--- src/design/mem_pkg.sv ---
`default_nettype none

package mem_pkg;

    // Data word shared by both RAMs and the register bank.
    localparam int word_width = 32;

    // Both RAMs use the same address width.
    localparam int ram_addr_width = 16;
    localparam int ram_depth = 2 ** ram_addr_width;

    // Register bank index and size.
    localparam int reg_addr_width = 5;
    localparam int reg_count = 2 ** reg_addr_width;

    // Register that the increment sequencer works on (x1).
    localparam logic [reg_addr_width-1:0] inc_target_reg = reg_addr_width'(1);

    // One RAM request.
    // Reads happen whenever write_en is low.
    typedef struct packed {
        logic [ram_addr_width-1:0] addr;
        logic                      write_en;
        logic [word_width-1:0]     write_data;
    } mem_req_t;

    // Phases of the x1 increment sequencer.
    typedef enum logic [1:0] {
        seq_read,
        seq_wait_read,
        seq_write,
        seq_wait_write
    } seq_state_t;

endpackage

`default_nettype wire

--- src/design/register_file.sv ---
`timescale 1ns/1ps
`default_nettype none

module register_file (
    input  wire                                clock,
    input  wire                                rst_n,

    input  wire [mem_pkg::reg_addr_width-1:0]  write_addr,
    input  wire                                write_en,
    input  wire [mem_pkg::word_width-1:0]      write_data,

    input  wire [mem_pkg::reg_addr_width-1:0]  read1_addr,
    input  wire                                read1_en,
    output logic [mem_pkg::word_width-1:0]     read1_data,

    input  wire [mem_pkg::reg_addr_width-1:0]  read2_addr,
    input  wire                                read2_en,
    output logic [mem_pkg::word_width-1:0]     read2_data
);

    import mem_pkg::*;

    logic [word_width-1:0] regs [reg_count];

    // Write port. x0 is hardwired to zero.
    always_ff @(posedge clock or negedge rst_n) begin
        if (!rst_n) begin
            for (int i = 0; i < reg_count; i++) begin
                regs[i] <= '0;
            end
        end else if (write_en && (write_addr != '0)) begin
            regs[write_addr] <= write_data;
        end
    end

    // Two independent read ports.
    // Same-cycle write is not forwarded; reads see the old value.
    always_ff @(posedge clock or negedge rst_n) begin
        if (!rst_n) begin
            read1_data <= '0;
            read2_data <= '0;
        end else begin
            if (read1_en) begin
                read1_data <= regs[read1_addr];
            end
            if (read2_en) begin
                read2_data <= regs[read2_addr];
            end
        end
    end

endmodule

`default_nettype wire

--- config.mk ---
export PLATFORM = sky130hd
export DESIGN_NAME = register_file
export DESIGN_NICKNAME = d
export VERILOG_FILES = /design/src/design/mem_pkg.sv /design/src/design/register_file.sv
export SDC_FILE = /design/constraint.sdc
export NUM_CORES = 2
export LEC_CHECK = 0
export BUFFER_PORTS_ARGS = -buffer_cell sky130_fd_sc_hd__buf_2
export CORE_ASPECT_RATIO = 0.7
export CORE_MARGIN = 5
export CORE_UTILIZATION = 45
export CTS_CLUSTER_DIAMETER = 60
export CTS_CLUSTER_SIZE = 25
export DETAILED_ROUTE_END_ITERATION = 12
export PLACE_DENSITY = 0.61
export SLEW_MARGIN = 20
export SYNTH_ARGS = -nofsm -noshare
export SYNTH_HDL_FRONTEND = slang
export SYNTH_SLANG_ARGS = --single-unit
--- constraint.sdc ---
create_clock -name clock -period 1.15 [get_ports clock]
set_input_delay 0.0575 -clock clock [delete_from_list [all_inputs] [get_ports clock]]
set_output_delay 0.0575 -clock clock [all_outputs]
set_load 0.01 [all_outputs]
==> summary.txt <==
Synth
  • Post-synth top area share: 47.1%
  • Post-synthesis simple-gate area fraction: 1.30%
  • Synth Area in Adders: 0%
  • Synthesized area per cell: 12.7 um^2
  • Post-synthesis sequential area ratio: 47.1%
  • Combinational family with the most area after synthesis: multiplexers
  • Synthesized area: 57800 um^2
  • Area leader, netlist: dfrtp_1
  • Distinct cells, synth: 26
  • Ys flop type: dfrtp_1
  • Mapped Nets: 4597
  • XOR/XNOR share of the synthesized area: 0%
  • Top cells by area, synth: dfrtp_1 (47%), mux2_2 (20%), mux2i_1 (18%), a22oi_1 (6.7%), a21oi_1 (2.2%)
  • Post-synth EDFFs: 0
  • Post-synthesis async set-or-reset flop share: 100%
  • Synth warn: 0
  • Mux contribution to synthesized area: 38.3%
  • Number of synthesized register bits: 1088
  • Synth Instances: 4545
  • Synth Area in Compound Gates: 8.87%

Placement
  • IO Port Bufs: 115
  • RD Place Congestion: 0.873
  • HPWL after DPL: 129 mm

Pwr
  • Clock share of power: 27.8%
  • Internal power: 0.0754 W
  • Pwr Total: 0.109 W
  • Switching fraction of total power: 30.9%
  • Switch Pwr: 0.0337 W
  • Reg power frac: 46.8%
  • Lkg Pwr: 33.7 nW
  • Combinational power share: 25.4%
  • VDD IR max: 0.00135 V
  • Power Dens Cells: 1520 nW/um^2

Clocking
  • Clock Pin Slew Worst Setup and Hold Paths: 100 ps
  • Worst skew pair latency: 690 ps
  • Clk buf depth: 3
  • CTS Sinks: 1088
  • CTS Buf Count: 75
  • Root Driver: clkbuf_16
  • CTS tree: done
  • Max H-tree Level: 3

Outcome
  • Status: complete, but fails checks
  • Failing checks: setup timing

Floorplan
  • Starting density of the core: 45.1%
  • Floorplan row count: 110
  • Io pins: 116
  • Core Footprint: 128000 um^2
  • Chip width: 438 um
  • Die height: 310 um
  • Die area: 136000 um^2

STA
  • Skew final: 29.1 ps
  • Final setup vio count: 128
  • Final Max Tran Viols: 0
  • Tcrit/Tclk final: 139%
  • Fmax: 626 MHz
  • RSZ-0062 raised after global routing: yes
  • Final hold violations: 0
  • Sum Neg Setup Slack: -26210 ps
  • Worst setup margin: -447 ps
  • Crit path time final: 1600 ps
  • Max_slew headroom: 53.3%
  • Worst-margin pin slew: 698 ps

Final layout
  • Fin nets: 5107
  • Reg area: 27200 um^2
  • Commonest non-fill, non-tap cells in the layout: dfrtp_1 (1080), mux2i_1 (999), mux2_2 (890)
  • Area of the multi-input gates: 30200 um^2
  • Fill count: 10505
  • P&R area growth vs syn: 24.5%
  • Commonest non-fill, non-tap cell in the layout: dfrtp_1
  • Share of cells above drive strength 1: 45.9%

Worst setup path
  • CP Class: flop to flop
  • Critical path data required time: 1740 ps
  • Cells along the critical path: mux2i_1, a22oi_1, a21oi_2, nor4_4, buf_4, mux2_4
  • Arrival time worst endpoint: 2190 ps
  • Slowest stage cell, crit path: dfrtp_1
  • CP Launch Type: flop
  • Critical path peak fanout: 3
  • Largest stage delay, worst path: 400 ps
  • CP Capture Type: flop

Hold path
  • HP Class: primary input to async pin

Drt
  • DRT iter0 DRCs: 3920
  • DRC Markers: 0
  • DR WL/cell: 29.5 um
  • Detailed-router iteration count before antenna repair: 6
  • Via count: 42057
  • Vias/cell: 6.19
  • Antenna-violating nets left: 0
  • Routed WL: 201 mm

Global route
  • Vias in the first global route: 42388
  • GR Util All Layers: 29.0%
  • Grt ovf: 0
  • Global-route wire length before repair: 294 mm
  • Antenna violations before repair: 3
  • Largest net degree at the start of global routing: 79

Run
  • Max-cap violation count: 0
synth_stat cells (all sizes together) (18+ instances only):
cell type  number
buf           259
a22oi         512
nor4           64
dfrtp        1088
nand2          18
mux2         1056
mux2i        1024
a21oi         256
nor2           19
clkbuf        222
per-layer routing:
layer | GRT usage, % | vias up | part of all wire (%) | wire [um]
met4 | 8.79 | 0 | 3.3 | 6530
met3 | 5.08 | 359 | 6.5 | 13000
met1 | 42.0 | 22156 | 45 | 91100
li1 | - | 18060 | - | -
met5 | 0 | - | 0 | 0
met2 | 44.7 | 1482 | 45 | 90000
repair_timing:
item / CTS / global route
endpoints found under the setup margin: 128 / 128
hold buffers: 35 / 0
hold endpoints to repair: 2105 / 0
pin swaps: 179 / 152
setup buffers: 42 / 33
gates resized for setup: 200 / 174
registers in the layout, indices dropped and copies added (netlist names):
register / count
regs: 1024
read1_data: 32
read2_data: 32
worst paths after layout:
kind / start / end / slack, ps / depth (start not counted)
setup / recovery: regs[909] / read2_data[13] / -450 / 6
hold / removal: rst_n / regs[420] / 130 / 3
setup reg to reg: regs[909] / read2_data[13] / -450 / 6
hold reg to reg: regs[1002] / regs[1002] / 410 / 0
max in group asynchronous: rst_n / read2_data[11] / 450 / 4
min in group clock: write_addr[1] / regs[500] / 210 / 5
through the flow:
| stage | setup slack, ps | util (%) | cells | hold WS (ps) | instance area (um^2) |
|---|---|---|---|---|---|
| finish | -447 | 56.2 | 6796 | 135 | 71900 |
| global route | -488 | 56.2 | 6796 | 118 | 71900 |
| CTS | -410 | 55.4 | 6764 | 90.4 | 70900 |
| detailed placement | -937 | 52.1 | 6563 | 260 | 66700 |
| global placement | -911 | 52.1 | 6563 | 264 | 66700 |
| floorplan | -159 | - | 4545 | -238 | 59000 |
cell families (layout without fill, tap and decap cells):
group / count (synthesis) / count (layout)
AOI/OAI and AO/OA: 768 / 768
buffers and inverters: 481 / 1050
DFF: 1088 / 1088
muxes: 2080 / 2080
other: 0 / 2
and+or+nand+nor: 128 / 128
power by group through the flow:
stage               clock network, W  registers [W]  logic, W
floorplan                          0         0.0501    0.0163
detailed placement                 0         0.0515    0.0252
CTS                           0.0309         0.0508    0.0265
global placement                   0         0.0512    0.0246
global route                  0.0323         0.0519    0.0298
finish                        0.0303         0.0511    0.0277
worst max-delay path, delay by kind of cell, from the launching register on:
family	cells	cell delay (ps)
compound gates	2	400
mux	2	420
simple gates	1	90
flops	1	400
buf+inv	1	170
layout make-up:
type	instances	share of cell area, %
Clock inverter	49	0.864
Sequential cell	1088	37.9
Antenna cell	2	0.00696
Timing Repair Buffer	914	13.6
Clock buffer	87	2.83
Tap cell	1680	2.92
Multi-Input combinational cell	2976	41.9
No activity file was read; power rests on OpenSTA's default activity.
