$ cat src/design/rv_pkg.sv
`default_nettype none

package rv_pkg;

    // Instruction word and field widths.
    localparam int insn_width = 32;
    localparam int opcode_width = 7;
    localparam int reg_field_width = 5;
    localparam int funct3_width = 3;
    localparam int funct7_width = 7;
    localparam int i_imm_width = 12;

    // Major opcode table, low seven bits of the instruction.
    localparam logic [opcode_width-1:0] opc_lui     = 7'b0110111;
    localparam logic [opcode_width-1:0] opc_auipc   = 7'b0010111;
    localparam logic [opcode_width-1:0] opc_jal     = 7'b1101111;
    localparam logic [opcode_width-1:0] opc_jalr    = 7'b1100111;
    localparam logic [opcode_width-1:0] opc_branch  = 7'b1100011;
    localparam logic [opcode_width-1:0] opc_load    = 7'b0000011;
    localparam logic [opcode_width-1:0] opc_store   = 7'b0100011;
    localparam logic [opcode_width-1:0] opc_alu_imm = 7'b0010011;
    localparam logic [opcode_width-1:0] opc_alu_reg = 7'b0110011;
    localparam logic [opcode_width-1:0] opc_system  = 7'b1110011;

    // Opcode classes seen by the rest of the design.
    typedef enum logic [3:0] {
        op_lui,
        op_auipc,
        op_jal,
        op_jalr,
        op_branch,
        op_load,
        op_store,
        op_alu_imm,
        op_alu_reg,
        op_system,
        op_illegal
    } opcode_t;

    // One decoded instruction.
    typedef struct packed {
        opcode_t                    op_class;
        logic [reg_field_width-1:0] rd;
        logic [reg_field_width-1:0] rs1;
        logic [reg_field_width-1:0] rs2;
        logic [funct3_width-1:0]    funct3;
        logic [funct7_width-1:0]    funct7;
        logic [insn_width-1:0]      imm;
    } decoded_insn_t;

endpackage

`default_nettype wire

$ cat src/design/insn_decoder.sv
`timescale 1ns/1ps
`default_nettype none

module insn_decoder (
    input  wire                             clock,
    input  wire                             rst_n,
    input  wire [rv_pkg::insn_width-1:0]    insn,
    output rv_pkg::decoded_insn_t           decoded
);

    import rv_pkg::*;

    decoded_insn_t next_decoded;

    always_comb begin
        // Major class from the low seven bits.
        case (insn[opcode_width-1:0])
            opc_lui:     next_decoded.op_class = op_lui;
            opc_auipc:   next_decoded.op_class = op_auipc;
            opc_jal:     next_decoded.op_class = op_jal;
            opc_jalr:    next_decoded.op_class = op_jalr;
            opc_branch:  next_decoded.op_class = op_branch;
            opc_load:    next_decoded.op_class = op_load;
            opc_store:   next_decoded.op_class = op_store;
            opc_alu_imm: next_decoded.op_class = op_alu_imm;
            opc_alu_reg: next_decoded.op_class = op_alu_reg;
            opc_system:  next_decoded.op_class = op_system;
            default:     next_decoded.op_class = op_illegal;
        endcase

        // Fields sit at fixed positions for every format.
        next_decoded.rd     = insn[11:7];
        next_decoded.funct3 = insn[14:12];
        next_decoded.rs1    = insn[19:15];
        next_decoded.rs2    = insn[24:20];
        next_decoded.funct7 = insn[31:25];

        // I-type immediate, sign extended.
        next_decoded.imm = {{(insn_width - i_imm_width){insn[31]}}, insn[31:20]};
    end

    // Result is valid one cycle after insn.
    always_ff @(posedge clock or negedge rst_n) begin
        if (!rst_n) begin
            decoded.op_class <= op_illegal;
            decoded.rd       <= '0;
            decoded.rs1      <= '0;
            decoded.rs2      <= '0;
            decoded.funct3   <= '0;
            decoded.funct7   <= '0;
            decoded.imm      <= '0;
        end else begin
            decoded <= next_decoded;
        end
    end

endmodule

`default_nettype wire

$ cat config.mk
export PLATFORM = sky130hd
export DESIGN_NAME = insn_decoder
export DESIGN_NICKNAME = d
export VERILOG_FILES = /design/src/design/rv_pkg.sv /design/src/design/insn_decoder.sv
export SDC_FILE = /design/constraint.sdc
export NUM_CORES = 1
export LEC_CHECK = 0
export ABC_AREA = 1
export BUFFER_PORTS_ARGS = -buffer_cell sky130_fd_sc_hd__buf_2
export CORE_ASPECT_RATIO = 1.5
export CORE_MARGIN = 3
export CORE_UTILIZATION = 37
export CTS_CLUSTER_DIAMETER = 120
export DETAILED_ROUTE_END_ITERATION = 7
export GPL_TIMING_DRIVEN = 0
export HOLD_SLACK_MARGIN = 0.12
export PLACE_DENSITY = 0.78
export SLEW_MARGIN = 20
export SYNTH_ARGS = -nofsm -noshare
export SYNTH_HDL_FRONTEND = slang
export SYNTH_SLANG_ARGS = --single-unit
$ cat constraint.sdc
create_clock -name clock -period 1.6 [get_ports clock]
set_clock_uncertainty 0.2 [all_clocks]
set_input_delay 0.32 -clock clock [delete_from_list [all_inputs] [get_ports clock]]
set_output_delay 0.32 -clock clock [all_outputs]
set_load 0.05 [all_outputs]
==> qor.yml <==
sw_frac_of_total_pct: 31.3
finalCoreUtilization_pct: 77.0
synth.top_cell.area_share_pct: 59.7
postSynthCellCount: 96
cts.clk_slew.worst_paths_ns: 0.06
final_common_cell: "buf_2"
finalHoldViolCount: 0
cp_max_fo: 11
antenna_found_initial: 0
setup.worst_path.end: "decoded[14]"
power.density_mw_per_mm2: 978
worstPathCellList: "buf_6 > buf_4 > buf_6"
antennaDiodeCount: 0
worst_slew_pin_slew_ns: 0.616
coreArea_mm2: 0.00291
cp.arrival_ns: 1.14
path_class: "register to primary output"
critPathCaptureType: "primary output"
synthArstFlopShare_pct: 100
ios: 95
finalSetupViolations: 22
fin_crit_sh_pct: 104
drt_iter0_drc: 14
ir_drop_mv: 0.849
setup_tns_ns: -1.09
largest_reg_flops: 29
syn-cell-area_mm2: 0.00113
slew_violations: 0
leakagePower_uw: 0.00121
clockPowerShare_pct: 35.3
die_area_mm2: 0.00377
rows: 24
path_buf_inv: 3
critPathRequiredTime_ns: 1.08
largestRegisters: "decoded x29"
grt_overflow_total: 0
rsz0062_at_grt: "yes"
crit_path_start: "decoded[38]$_DFF_PN0_"
vias_per_cell: 4.20
p_comb_share_pct: 28.8
cts_tree: "built"
outcome: "finished, violations left"
io_buffers: 94
ys_dominant_reg_cell: "dfrtp_1"
worst-path-stages: 3
cts_inserted_buffers: 5
worst_setup_path_start_kind: "register"
dp.final_hpwl_mm: 2.13
critical_path.slowest_cell: "dfrtp_2"
violations: "negative setup slack"
drc: 0
ys_seq_area_share_pct: 64.3
avgRoutedWirePerCell_um: 15.3
clk_path_buf_depth: 2
drt_pass1_iterations: 4
die_h_um: 73.8
syn_avg_cell_area_um2: 11.8
cts.sinks: 29
setup_ws_ns: -0.0612
yosys.cell_types.count: 14
cp_top_family: "buffers and inverters"
htree_num_levels: 2
synth.yosys.warnings: 0
top_register: "decoded"
layout_common_cells: "buf_2 (73), buf_4 (26), dfrtp_1 (26), dlygate4sd3_1 (26), buf_6 (23)"
fin_crit_ns: 1.66
start_util_pct: 38.9
grt_pass1_vias: 1078
cpPeakStageDelay_ns: 0.43
wl_mm: 4.08
pwr-share-seq_pct: 35.9
area_growth_pct: 98.1
cp_common_cell: "buf_6"
p_int_uw: 1510
grt_pass1_wl_mm: 5.25
place_ws_ns: 0.0961
dpl_cell_area_mm2: 0.00165
grt.total_usage_pct: 19.7
fill_cells: 171
maxCapViolations: 0
stdcell_area_mm2: 0.00224
ant_nets: 0
synth_top_cell_by_area: "dfrtp_1"
hp-class: "input pin to register"
grt_max_degree: 30
vias: 1118
synth_seq_cells: 29
ys_top_cells_by_area: "dfrtp_1 (60%), buf_4 (21%), dfstp_2 (4.6%), nand2_1 (3.3%), nand2_2 (1.7%)"
final_layout_size_suffix_gt1_share_pct: 65.2
fin_nets: 260
power_switching_uw: 687
synth_nets: 130
root_buffer: "clkbuf_8"
die_x_um: 51.2
fmax_mhz: 602
synth_edf_count: 0
gp_congestion: 0.848
slew_headroom_pct: 59.0
==> cell type report <==
type | count | area [µm²] | share of cell area (%)
timing repair buffer | 123 | 918 | 40.9
sequential | 29 | 729 | 32.5
buffer | 32 | 267 | 11.9
multi-input combinational | 28 | 138 | 6.13
clock buffer | 7 | 86.3 | 3.85
tap | 39 | 48.8 | 2.18
clock inverter | 1 | 30.0 | 1.34
inverter | 7 | 26.3 | 1.17
==> what timing repair did <==
action	4_1_cts	5_1_grt
hold buffers	26	0
endpoints found under the hold margin	52	0
setup endpoints to repair	22	22
setup buffers	3	0
gates resized for setup	48	10
==> worst min path at each step <==
stage | startpoint | end | slack [ns] | cells after the start
2_1_floorplan | rst_n | decoded[0]$_DFF_PN0_ | -0.18 | 0
3_3_place_gp | rst_n | decoded[10]$_DFF_PN0_ | 0.16 | 1
3_5_place_dp | rst_n | decoded[4]$_DFF_PN0_ | 0.16 | 1
4_1_cts | insn[3] | decoded[57]$_DFF_PN0_ | 0.15 | 4
5_1_grt | insn[3] | decoded[57]$_DFF_PN0_ | 0.19 | 4
6_report | insn[3] | decoded[57]$_DFF_PN0_ | 0.16 | 4
==> power groups by stage <==
stage               sequential (µW)  combinational (µW)  clock (µW)
finish                          788                 633         774
global route                    790                 659         826
CTS                             784                 610         772
detailed placement              802                 499           0
global placement                800                 494           0
floorplan                       930                 234           0
==> synthesized netlist by cell type, types with 2 or more instances <==
cell type	number
buf_4	32
dfrtp_1	27
dfstp_2	2
inv_1	4
inv_2	3
nand2_1	10
nand2_2	3
nand3_1	2
nor2_1	4
nor2_2	2
nor3_1	3
o21ai_0	2
==> per-stage QoR <==
stage                     cells  power, µW  hold WS (ns)
after floorplan              96       1160        -0.176
after global placement      229       1290         0.159
after detailed placement    229       1300         0.164
after CTS                   266       2160         0.153
after global routing        266       2280         0.186
final                       266       2190         0.159
==> cell families (layout without fill, tap and decap cells) <==
group	after synthesis	after routing	share of synthesized area [%]
buffers and inverters	39	170	23.5
flip-flops	29	29	64.3
AND/OR/NAND/NOR	26	26	11.3
AO/OA/AOI/OAI	2	2	0.884
==> per-layer routing <==
layer	GRT usage, %	share of wire, %
met5	0	0
met2	35.6	55
met3	6.29	9.2
met4	11.4	3.0
met1	19.1	32
==> worst min-delay path, stage by stage <==
cell and delay (ns):
buf_2 0.11, nor3_1 0.05, o21ai_0 0.06, nand2_1 0.05
No activity file was read; power rests on OpenSTA's default activity.
