File: config.mk
export PLATFORM = sky130hd
export DESIGN_NAME = reg_incrementer
export DESIGN_NICKNAME = d
export VERILOG_FILES = /design/src/design/mem_pkg.sv /design/src/design/reg_incrementer.sv
export SDC_FILE = /design/constraint.sdc
export NUM_CORES = 1
export LEC_CHECK = 0
export ABC_AREA = 0
export BUFFER_PORTS_ARGS = -buffer_cell sky130_fd_sc_hd__buf_2
export CAP_MARGIN = 20
export CORE_UTILIZATION = 39
export DETAILED_ROUTE_END_ITERATION = 12
export PLACE_DENSITY_LB_ADDON = 0.15
export SETUP_SLACK_MARGIN = 0.3
export SYNTH_ARGS = -nofsm -noshare
export SYNTH_HDL_FRONTEND = slang
export SYNTH_SLANG_ARGS = --single-unit
export TNS_END_PERCENT = 50
File: constraint.sdc
create_clock -name clock -period 2.36 [get_ports clock]
set_input_delay 0.708 -clock clock [delete_from_list [all_inputs] [get_ports clock]]
set_output_delay 0.708 -clock clock [all_outputs]
set_load 0.03 [all_outputs]
File: src/design/mem_pkg.sv
`default_nettype none

package mem_pkg;

    // Data word shared by both RAMs and the register bank.
    localparam int word_width = 32;

    // Both RAMs use the same address width.
    localparam int ram_addr_width = 16;
    localparam int ram_depth = 2 ** ram_addr_width;

    // Register bank index and size.
    localparam int reg_addr_width = 5;
    localparam int reg_count = 2 ** reg_addr_width;

    // Register that the increment sequencer works on (x1).
    localparam logic [reg_addr_width-1:0] inc_target_reg = reg_addr_width'(1);

    // One RAM request.
    // Reads happen whenever write_en is low.
    typedef struct packed {
        logic [ram_addr_width-1:0] addr;
        logic                      write_en;
        logic [word_width-1:0]     write_data;
    } mem_req_t;

    // Phases of the x1 increment sequencer.
    typedef enum logic [1:0] {
        seq_read,
        seq_wait_read,
        seq_write,
        seq_wait_write
    } seq_state_t;

endpackage

`default_nettype wire

File: src/design/reg_incrementer.sv
`timescale 1ns/1ps
`default_nettype none

module reg_incrementer (
    input  wire                                clock,
    input  wire                                rst_n,

    output logic [mem_pkg::reg_addr_width-1:0] read_addr,
    output logic                               read_en,
    input  wire [mem_pkg::word_width-1:0]      read_data,

    output logic [mem_pkg::reg_addr_width-1:0] write_addr,
    output logic                               write_en,
    output logic [mem_pkg::word_width-1:0]     write_data
);

    import mem_pkg::*;

    seq_state_t state;

    always_ff @(posedge clock or negedge rst_n) begin
        if (!rst_n) begin
            state      <= seq_read;
            read_addr  <= '0;
            read_en    <= 1'b0;
            write_addr <= '0;
            write_en   <= 1'b0;
        end else begin
            case (state)
                seq_read: begin
                    // Request x1. The bank samples it at the next edge.
                    read_addr <= inc_target_reg;
                    read_en   <= 1'b1;
                    state     <= seq_wait_read;
                end
                seq_wait_read: begin
                    read_en    <= 1'b0;
                    write_addr <= inc_target_reg;
                    write_en   <= 1'b1;
                    state      <= seq_write;
                end
                seq_write: begin
                    // Write lands on this edge.
                    write_en <= 1'b0;
                    state    <= seq_wait_write;
                end
                seq_wait_write: begin
                    state <= seq_read;
                end
                default: begin
                    state <= seq_read;
                end
            endcase
        end
    end

    // Read data is valid during seq_write and held by the bank afterwards.
    assign write_data = read_data + word_width'(1);

endmodule

`default_nettype wire

==> summary.md, run 1 <==
| Metric | Value |
|---|---|
| Mapped cell area | between 900 and 1000 µm² |
| Asr flop ratio synth | 1.00 |
| Post-Syn Instances | roughly 120 |
| Largest cells by area after synthesis | xnor2_1 20%, dfrtp_1 16%, xor2_1 8.4%, nand3_1 6.4%, buf_4 6.4% |
| Post-CTS Resized | 93 |
| Most instantiated cells after synthesis | 21 x xnor2_1, 12 x nand3_1, 10 x nand2_1, 9 x xor2_1 |
| Synth warnings | 0 |
| Setup Buffers After CTS | 1 |
| Clock Root Buffer | clkbuf_4 |
| Mapped Avg Cell Area | between 8 and 9 µm² |
| Synth unique cells | 23 |
| Initial core utilization | 0.420 |
| PortBufs | 69 |
| Area leader, netlist | xnor2_1 |
| Row cnt | 17 |
| Status | stopped before the end |
| Top_reg_cell synth | dfrtp_1 |
| Error msg | [ERROR DPL-0038] Utilization greater than 100%, impossible to legalize |
| Die width | approximately 51 µm |
| Dpl hpwl | between 2000 and 3000 µm |
| Clock Path Buffers | 2 |
| H-tree Lvls | 1 |
| CTS Sinks | 6 |
| Sequential-to-total area share from yosys stat | 0.160 |
| Die Y | a little over 50 µm |
| Share of Yosys cell area claimed by the top area cell type | 0.196 |
| I/O pin cnt | 78 |
| Yosys reg bits | 6 |
| CTS buffer count | 3 |
| Placed inst area | ~1900 µm² |
| EDFF count, synth | 0 |
| GPL Wtd Cong | around 0.80 |
| Stopping stage | clock tree synthesis |
| Count leader, synth | xnor2_1 |
| Hold-fix buffers at CTS | 0 |
## stage by stage
step / util / cells / setup slack [ns]
floorplan: - / 122 / -0.194
detailed placement: 0.858 / 256 / -0.429
global placement: 0.858 / 256 / -0.355
## logic make-up after synthesis
family        after synthesis  share of synthesized area
simple gates               59                      0.404
xor+xnor                   30                      0.280
buf+inv                    14                     0.0880
flops                       6                      0.160
fa+ha+maj                   4                     0.0533
mux                         1                     0.0107
other cells                 1                    0.00400
==> inputs of run 2 (changes only) <==
--- a/config.mk
+++ b/config.mk
@@ -8,10 +8,9 @@
 export ABC_AREA = 0
 export BUFFER_PORTS_ARGS = -buffer_cell sky130_fd_sc_hd__buf_2
 export CAP_MARGIN = 20
-export CORE_UTILIZATION = 39
+export CORE_UTILIZATION = 25
 export DETAILED_ROUTE_END_ITERATION = 12
 export PLACE_DENSITY_LB_ADDON = 0.15
-export SETUP_SLACK_MARGIN = 0.3
 export SYNTH_ARGS = -nofsm -noshare
 export SYNTH_HDL_FRONTEND = slang
 export SYNTH_SLANG_ARGS = --single-unit
==> summary.md, run 2 <==
| Metric | Value |
|---|---|
| Startpoint Class | input port |
| DR vias | about 1300 |
| Final setup fails | 24 |
| Asr flop ratio synth | 1.00 (unchanged) |
| Placed inst area | 1880 µm² (-2.2%) |
| GPL Wtd Cong | 0.777 (-3.1%) |
| PortBufs | 69 (unchanged) |
| Antenna violations before repair | 0 |
| Fillers | around 280 |
| Yosys reg bits | 6 (unchanged) |
| Post-Syn Instances | 115 (unchanged) |
| Largest cells by area after synthesis | xnor2_1 20%, dfrtp_1 16%, xor2_1 8.4%, nand3_1 6.4%, buf_4 6.4% |
| Clock latency on the worst-skew pair | about 0.22 ns |
| Final Hold Vio Count | 0 |
| Routed Antenna Nets | 0 |
| Reg with most FFs | state |
| Fraction of the mapped netlist area in simple logic gates | 0.404 (unchanged) |
| Main combinational cell family by area after synthesis | simple AND/OR/NAND/NOR gates |
| Max-slew violations | 0 |
| Max-cap viol count | 0 |
| Synth warnings | 0 (unchanged) |
| Number of global-route vias before repair | 1244 |
| Slowest CP cell | nor4_4 |
| Layout area overhead | 154% |
| Largest net degree at the start of global routing | 7 |
| Commonest non-fill, non-tap cell in the layout | buf_4 |
| Max reg flops | 2 |
| Synth Area in Compound Gates | 0 (unchanged) |
| Leakage | between 1 and 1.5 nW |
| Die Y | 63.3 µm (+24%) |
| Commonest non-fill, non-tap cells in the layout | 55 x buf_4, 29 x buf_2, 28 x buf_6 |
| Die width | 63.3 µm (+24%) |
| Nets | 273 |
| H-tree Lvls | 1 (unchanged) |
| Pwr/cell area | 253 nW/µm² |
| Routed WL | between 3000 and 4000 µm |
| Failing checks | negative setup slack |
| Crit end category | output port |
| Dpl hpwl | 2610 µm (-6.6%) |
| Critical Path AT | 1.97 ns |
| GRT Overall Usage | 0.170 |
| Count leader, synth | xnor2_1 |
| Top_reg_cell synth | dfrtp_1 |
| Clock Path Buffers | 2 (unchanged) |
| XOR/XNOR share of the synthesized area | 0.280 (unchanged) |
| CTS buffer count | 3 (unchanged) |
| Worst vdd ir | 0.000265 V |
| First-pass GRT wire length | between 5000 and 6000 µm |
| Sequential-to-total area share from yosys stat | 0.160 (unchanged) |
| Clock transition at path regs | approximately 0.040 ns |
| Mapped cell area | 938 µm² (unchanged) |
| Via density | about 4.5 |
| Clock Root Buffer | clkbuf_8 |
| PnR worst setup slack | -0.319 ns |
| Residual DRC count | 0 |
| Period utilisation layout | 1.14 |
| Ant diodes | 0 |
| Crit-path max FO | 4 |
| HP Class | input port to asynchronous set/reset pin |
| Row cnt | 21 (+4) |
| Reg-to-reg setup timing slack | ~1.3 ns |
| EDFF count, synth | 0 (unchanged) |
| Core area | approximately 3500 µm² |
| Post-layout util | 0.686 |
| Die area | roughly 4000 µm² |
| Minimum hold slack | 0.304 ns |
| Synth unique cells | 23 (unchanged) |
| Mapped Avg Cell Area | 8.16 µm² (unchanged) |
| Initial core utilization | 0.271 (-0.150) |
| Crit path required time | ~1.7 ns |
| Synth Area in Adders | 0.0533 (unchanged) |
| Initial DRT Pass Iterations | 4 |
| Crit path kind | input port to output port |
| RSZ-0062 raised after global routing | true |
| Crit path cell chain | buf_2, nand3_4, nor4_4, buf_4, nand4b_1, xnor2_2, buf_6 |
| CTS Sinks | 6 (unchanged) |
| I/O pin cnt | 78 (unchanged) |
| Final Critical Period | 2.68 ns |
| Share of cells above drive strength 1 | 0.730 |
| Share of Yosys cell area claimed by the top area cell type | 0.196 (unchanged) |
| Status | finished, violations left |
| Area leader, netlist | xnor2_1 |
| CTS tree | built |
| Most instantiated cells after synthesis | 21 x xnor2_1, 12 x nand3_1, 10 x nand2_1, 9 x xor2_1 |
| Max Fclk | 373 MHz |
| Final instance area | approximately 2400 µm² |
| DR iter-0 viols | 43 |
| Drt wl/cell | 13.2 µm |
| Grt ovf | 0 |
| Final Skew | ~0.00084 ns |
| Multiplexer area fraction after synthesis | 0.0107 (unchanged) |
| Critical Path Max Stage Delay | approximately 0.37 ns |
[run 2: cell families (layout without fill, tap and decap cells)]
family / after synthesis / in the layout
multiplexers: 1 / 1
XOR/XNOR: 30 / 30
adder cells (fa/ha/maj): 4 / 4
buffers and inverters: 14 / 125
AND/OR/NAND/NOR: 59 / 59
other: 1 / 8
flip-flops: 6 / 6
[run 2: final cells by class]
type / instances / area [µm²] / share of cell area
clock buffers: 3 / 41.3 / 0.0174
multi-input cells: 102 / 1180 / 0.497
inverters: 6 / 22.5 / 0.00946
repair buffers: 116 / 926 / 0.389
flip-flops and latches: 6 / 150 / 0.0631
well taps: 46 / 57.6 / 0.0242
[run 2: repair_timing]
item | in CTS | in global routing
gates cloned | 0 | 0
pin swaps | 9 | 28
hold buffers | 0 | 0
endpoints found under the setup margin | 27 | 27
buffers inserted | 2 | 4
resized for setup | 76 | 32
[run 2: critical path: cells and delay by family]
family	cells	cell delay [ns]
buffers and inverters	3	0.46
xor gates and xnor gates	1	0.18
and+or+nand+nor	3	0.62
[run 2: path summary, 6_finish.rpt]
| check | cells after the start | startpoint | end |
|---|---|---|---|
| min | 1 | rst_n | write_en |
| max | 7 | read_data[14] | write_data[29] |
| min in group clock | 1 | read_addr[0] | read_addr[0] |
| max in group asynchronous | 1 | rst_n | state[1] |
| min reg2reg | 1 | read_addr[0] | read_addr[0] |
| max reg2reg | 3 | state[0] | read_addr[0] |
[run 2: report_power, final]
group          internal, mW  total [mW]  switching, mW  leakage (nW)
sequential            0.103       0.103              0        0.0653
clock                 0.109       0.151         0.0417        0.0216
combinational         0.158       0.349          0.190          1.09
[run 2: stage by stage]
step           std cells  total power [mW]  TNS (ns)  setup slack [ns]
3_5_place_dp         270             0.385     -7.43            -0.404
5_1_grt              279             0.630     -6.70            -0.404
2_1_floorplan        122             0.260     -3.51            -0.194
3_3_place_gp         270             0.380     -6.88            -0.350
4_1_cts              275             0.582     -4.94            -0.329
6_report             279             0.603     -4.78            -0.319
[run 2: routing by layer]
layer,track usage,share of wire,vias to the layer above
met3,0.0163,0.036,4
met4,0.0398,0.0074,0
met5,0,0,-
met1,0.197,0.37,604
met2,0.331,0.58,44
li1,-,-,616
Power figures use the tool's default switching activity.
==> inputs of run 3 (changes only) <==
--- a/config.mk
+++ b/config.mk
@@ -8,9 +8,9 @@
 export ABC_AREA = 0
 export BUFFER_PORTS_ARGS = -buffer_cell sky130_fd_sc_hd__buf_2
 export CAP_MARGIN = 20
+export CORE_MARGIN = 3
 export CORE_UTILIZATION = 25
 export DETAILED_ROUTE_END_ITERATION = 12
-export PLACE_DENSITY_LB_ADDON = 0.15
 export SYNTH_ARGS = -nofsm -noshare
 export SYNTH_HDL_FRONTEND = slang
 export SYNTH_SLANG_ARGS = --single-unit
==> summary.md, run 3 (synthesized netlist as in run 2, its figures left out) <==
| Metric | Value |
|---|---|
| Final Skew | 0.00231 ns (+0.00147 ns) |
| Switch share | 0.379 (-0.00566) |
| CP top delay family | buffers and inverters |
| Period utilisation layout | 1.12 (-0.0114) |
| Leakage | 1.14 nW (-3.5%) |
| Post-layout util | 0.683 (-0.00325) |
| Drt wl/cell | 14.0 µm (+6.2%) |
| Layout Cells excl Fill | 273 (-2.2%) |
| Layout area overhead | 152% |
| Routed WL | 3820 µm (+3.9%) |
| Gate power share | 0.584 (+0.006) |
| Seq pwr share | 0.168 (-0.004) |
| Final Critical Period | 2.65 ns (-0.0270 ns) |
| Die Y | 67.3 µm (+6.3%) |
| Residual DRC count | 0 (unchanged) |
| DR iter-0 viols | 21 (-51%) |
| Via density | 4.52 (-0.46%) |
| Critical Path AT | 1.94 ns (-0.03 ns) |
| Nets | 267 (-2.2%) |
| GPL Wtd Cong | 0.687 (-12%) |
| Initial DRT Pass Iterations | 4 (unchanged) |
| Core area | 3470 µm² (unchanged) |
| Crit path kind | input port to output port |
| Max Fclk | 377 MHz (+1.0%) |
| Max reg flops | 2 (unchanged) |
| Crit path required time | 1.65 ns (about the same) |
| Crit-path max FO | 4 (unchanged) |
| Routed Antenna Nets | 0 (unchanged) |
| Grt ovf | 0 (unchanged) |
| Max-slew violations | 0 (unchanged) |
| Max-cap viol count | 0 (unchanged) |
| Commonest non-fill, non-tap cell in the layout | buf_4 |
| RSZ-0062 raised after global routing | true |
| Largest net degree at the start of global routing | 9 (+2) |
| Dpl cells | 266 (-1.5%) |
| First-pass GRT wire length | 5540 µm (+0.25%) |
| Initial core utilization | 0.271 (unchanged) |
| Clock Root Buffer | clkbuf_8 |
| Die width | 67.3 µm (+6.3%) |
| Share of cells above drive strength 1 | 0.731 (+0.00166) |
| Minimum hold slack | 0.304 ns (+0.000336 ns) |
| Dpl hpwl | 2810 µm (+7.9%) |
| I/O pin cnt | 78 (unchanged) |
| HP Class | input port to asynchronous set/reset pin |
| CTS buffer count | 3 (unchanged) |
| Critical Path Max Stage Delay | 0.29 ns (-0.08 ns) |
| Fillers | 271 (-4.2%) |
| Commonest non-fill, non-tap cells in the layout | 47 x buf_4, 30 x buf_6, 24 x buf_2 |
| Crit end category | output port |
| Clock power frac | 0.248 (-0.003) |
| Crit path cell chain | buf_2, buf_6, nand2_4, nor4_4, buf_4, nand4_1, xnor2_2, buf_6 |
| Status | finished, violations left |
| Ant diodes | 0 (unchanged) |
| Final Hold Vio Count | 0 (unchanged) |
| Clock latency on the worst-skew pair | 0.22 ns (about the same) |
| Slowest CP cell | nor4_4 |
| Buf+Inv Stages, Crit Path | 4 (+1) |
| Antenna violations before repair | 0 (unchanged) |
| Pre-CTS WS | -0.405 ns (-0.00149 ns) |
| CTS Sinks | 6 (unchanged) |
| Row cnt | 21 (unchanged) |
| Switch Pwr | 0.233 mW (+0.61%) |
| Clock Path Buffers | 2 (unchanged) |
| Die area | 4520 µm² (+13%) |
| Number of global-route vias before repair | 1257 (+1.0%) |
| H-tree Lvls | 1 (unchanged) |
| PortBufs | 69 (unchanged) |
| Hold-fix buffers at CTS | 0 (unchanged) |
| Power Total | 0.616 mW (+2.1%) |
| CTS tree | built |
| CP most frequent cell | buf_6 |
| Worst vdd ir | 0.000241 V (-9.2%) |
| Reg with most FFs | state |
| DR vias | 1235 (-2.6%) |
| PnR worst setup slack | -0.292 ns (+0.0270 ns) |
| Failing checks | negative setup slack |
| Final setup fails | 26 (+8.3%) |
| Startpoint Class | input port |
| Pwr/cell area | 260 nW/µm² (+2.6%) |
| GRT Overall Usage | 0.158 (-0.0120) |
| Int Pwr | 0.383 mW (+3.1%) |
| Clock transition at path regs | 0.04 ns (about the same) |
## run 3: worst paths after layout
kind | from | to | slack, ns | cells after the start
max | read_data[2] | write_data[22] | -0.29 | 8
min | rst_n | write_en | 0.30 | 1
max reg2reg | state[1] | state[0] | 1.34 | 3
min reg2reg | write_addr[0] | write_addr[0] | 0.46 | 1
max in group asynchronous | rst_n | write_addr[0] | 1.91 | 1
min in group clock | write_addr[0] | write_addr[0] | 0.46 | 1
## run 3: layer usage
metal	GRT usage	vias up	share of wire
li1	-	602	-
met1	0.160	584	0.35
met2	0.341	47	0.59
met3	0.0133	2	0.058
met4	0.0304	0	0.0039
met5	0	-	0
## run 3: timing repair
action	4_1_cts	5_1_grt
gates resized for setup	97	24
setup buffers	2	2
pin swaps	16	7
endpoints found under the setup margin	26	26
## run 3: power by group through the flow
stage / registers [mW] / clock network [mW] / logic (mW)
after floorplan: 0.105 / 0 / 0.156
after global routing: 0.103 / 0.163 / 0.379
final: 0.103 / 0.153 / 0.360
after CTS: 0.103 / 0.158 / 0.340
after global placement: 0.105 / 0 / 0.275
after detailed placement: 0.105 / 0 / 0.281
## run 3: metrics by stage
stage	setup TNS (ns)	instance area [µm²]
after global routing	-5.89	2370
final	-3.90	2370
after CTS	-4.16	2250
after global placement	-6.62	1850
after floorplan	-3.51	1220
after detailed placement	-7.15	1850
## run 3: area by class of cell
type                    count  area (µm²)  area share
flip-flops and latches      6         150      0.0634
clock buffers               3        41.3      0.0174
inverters                   6        22.5     0.00951
well taps                  46        57.6      0.0243
repair buffers            110         946       0.399
multi-input cells         102        1150       0.486
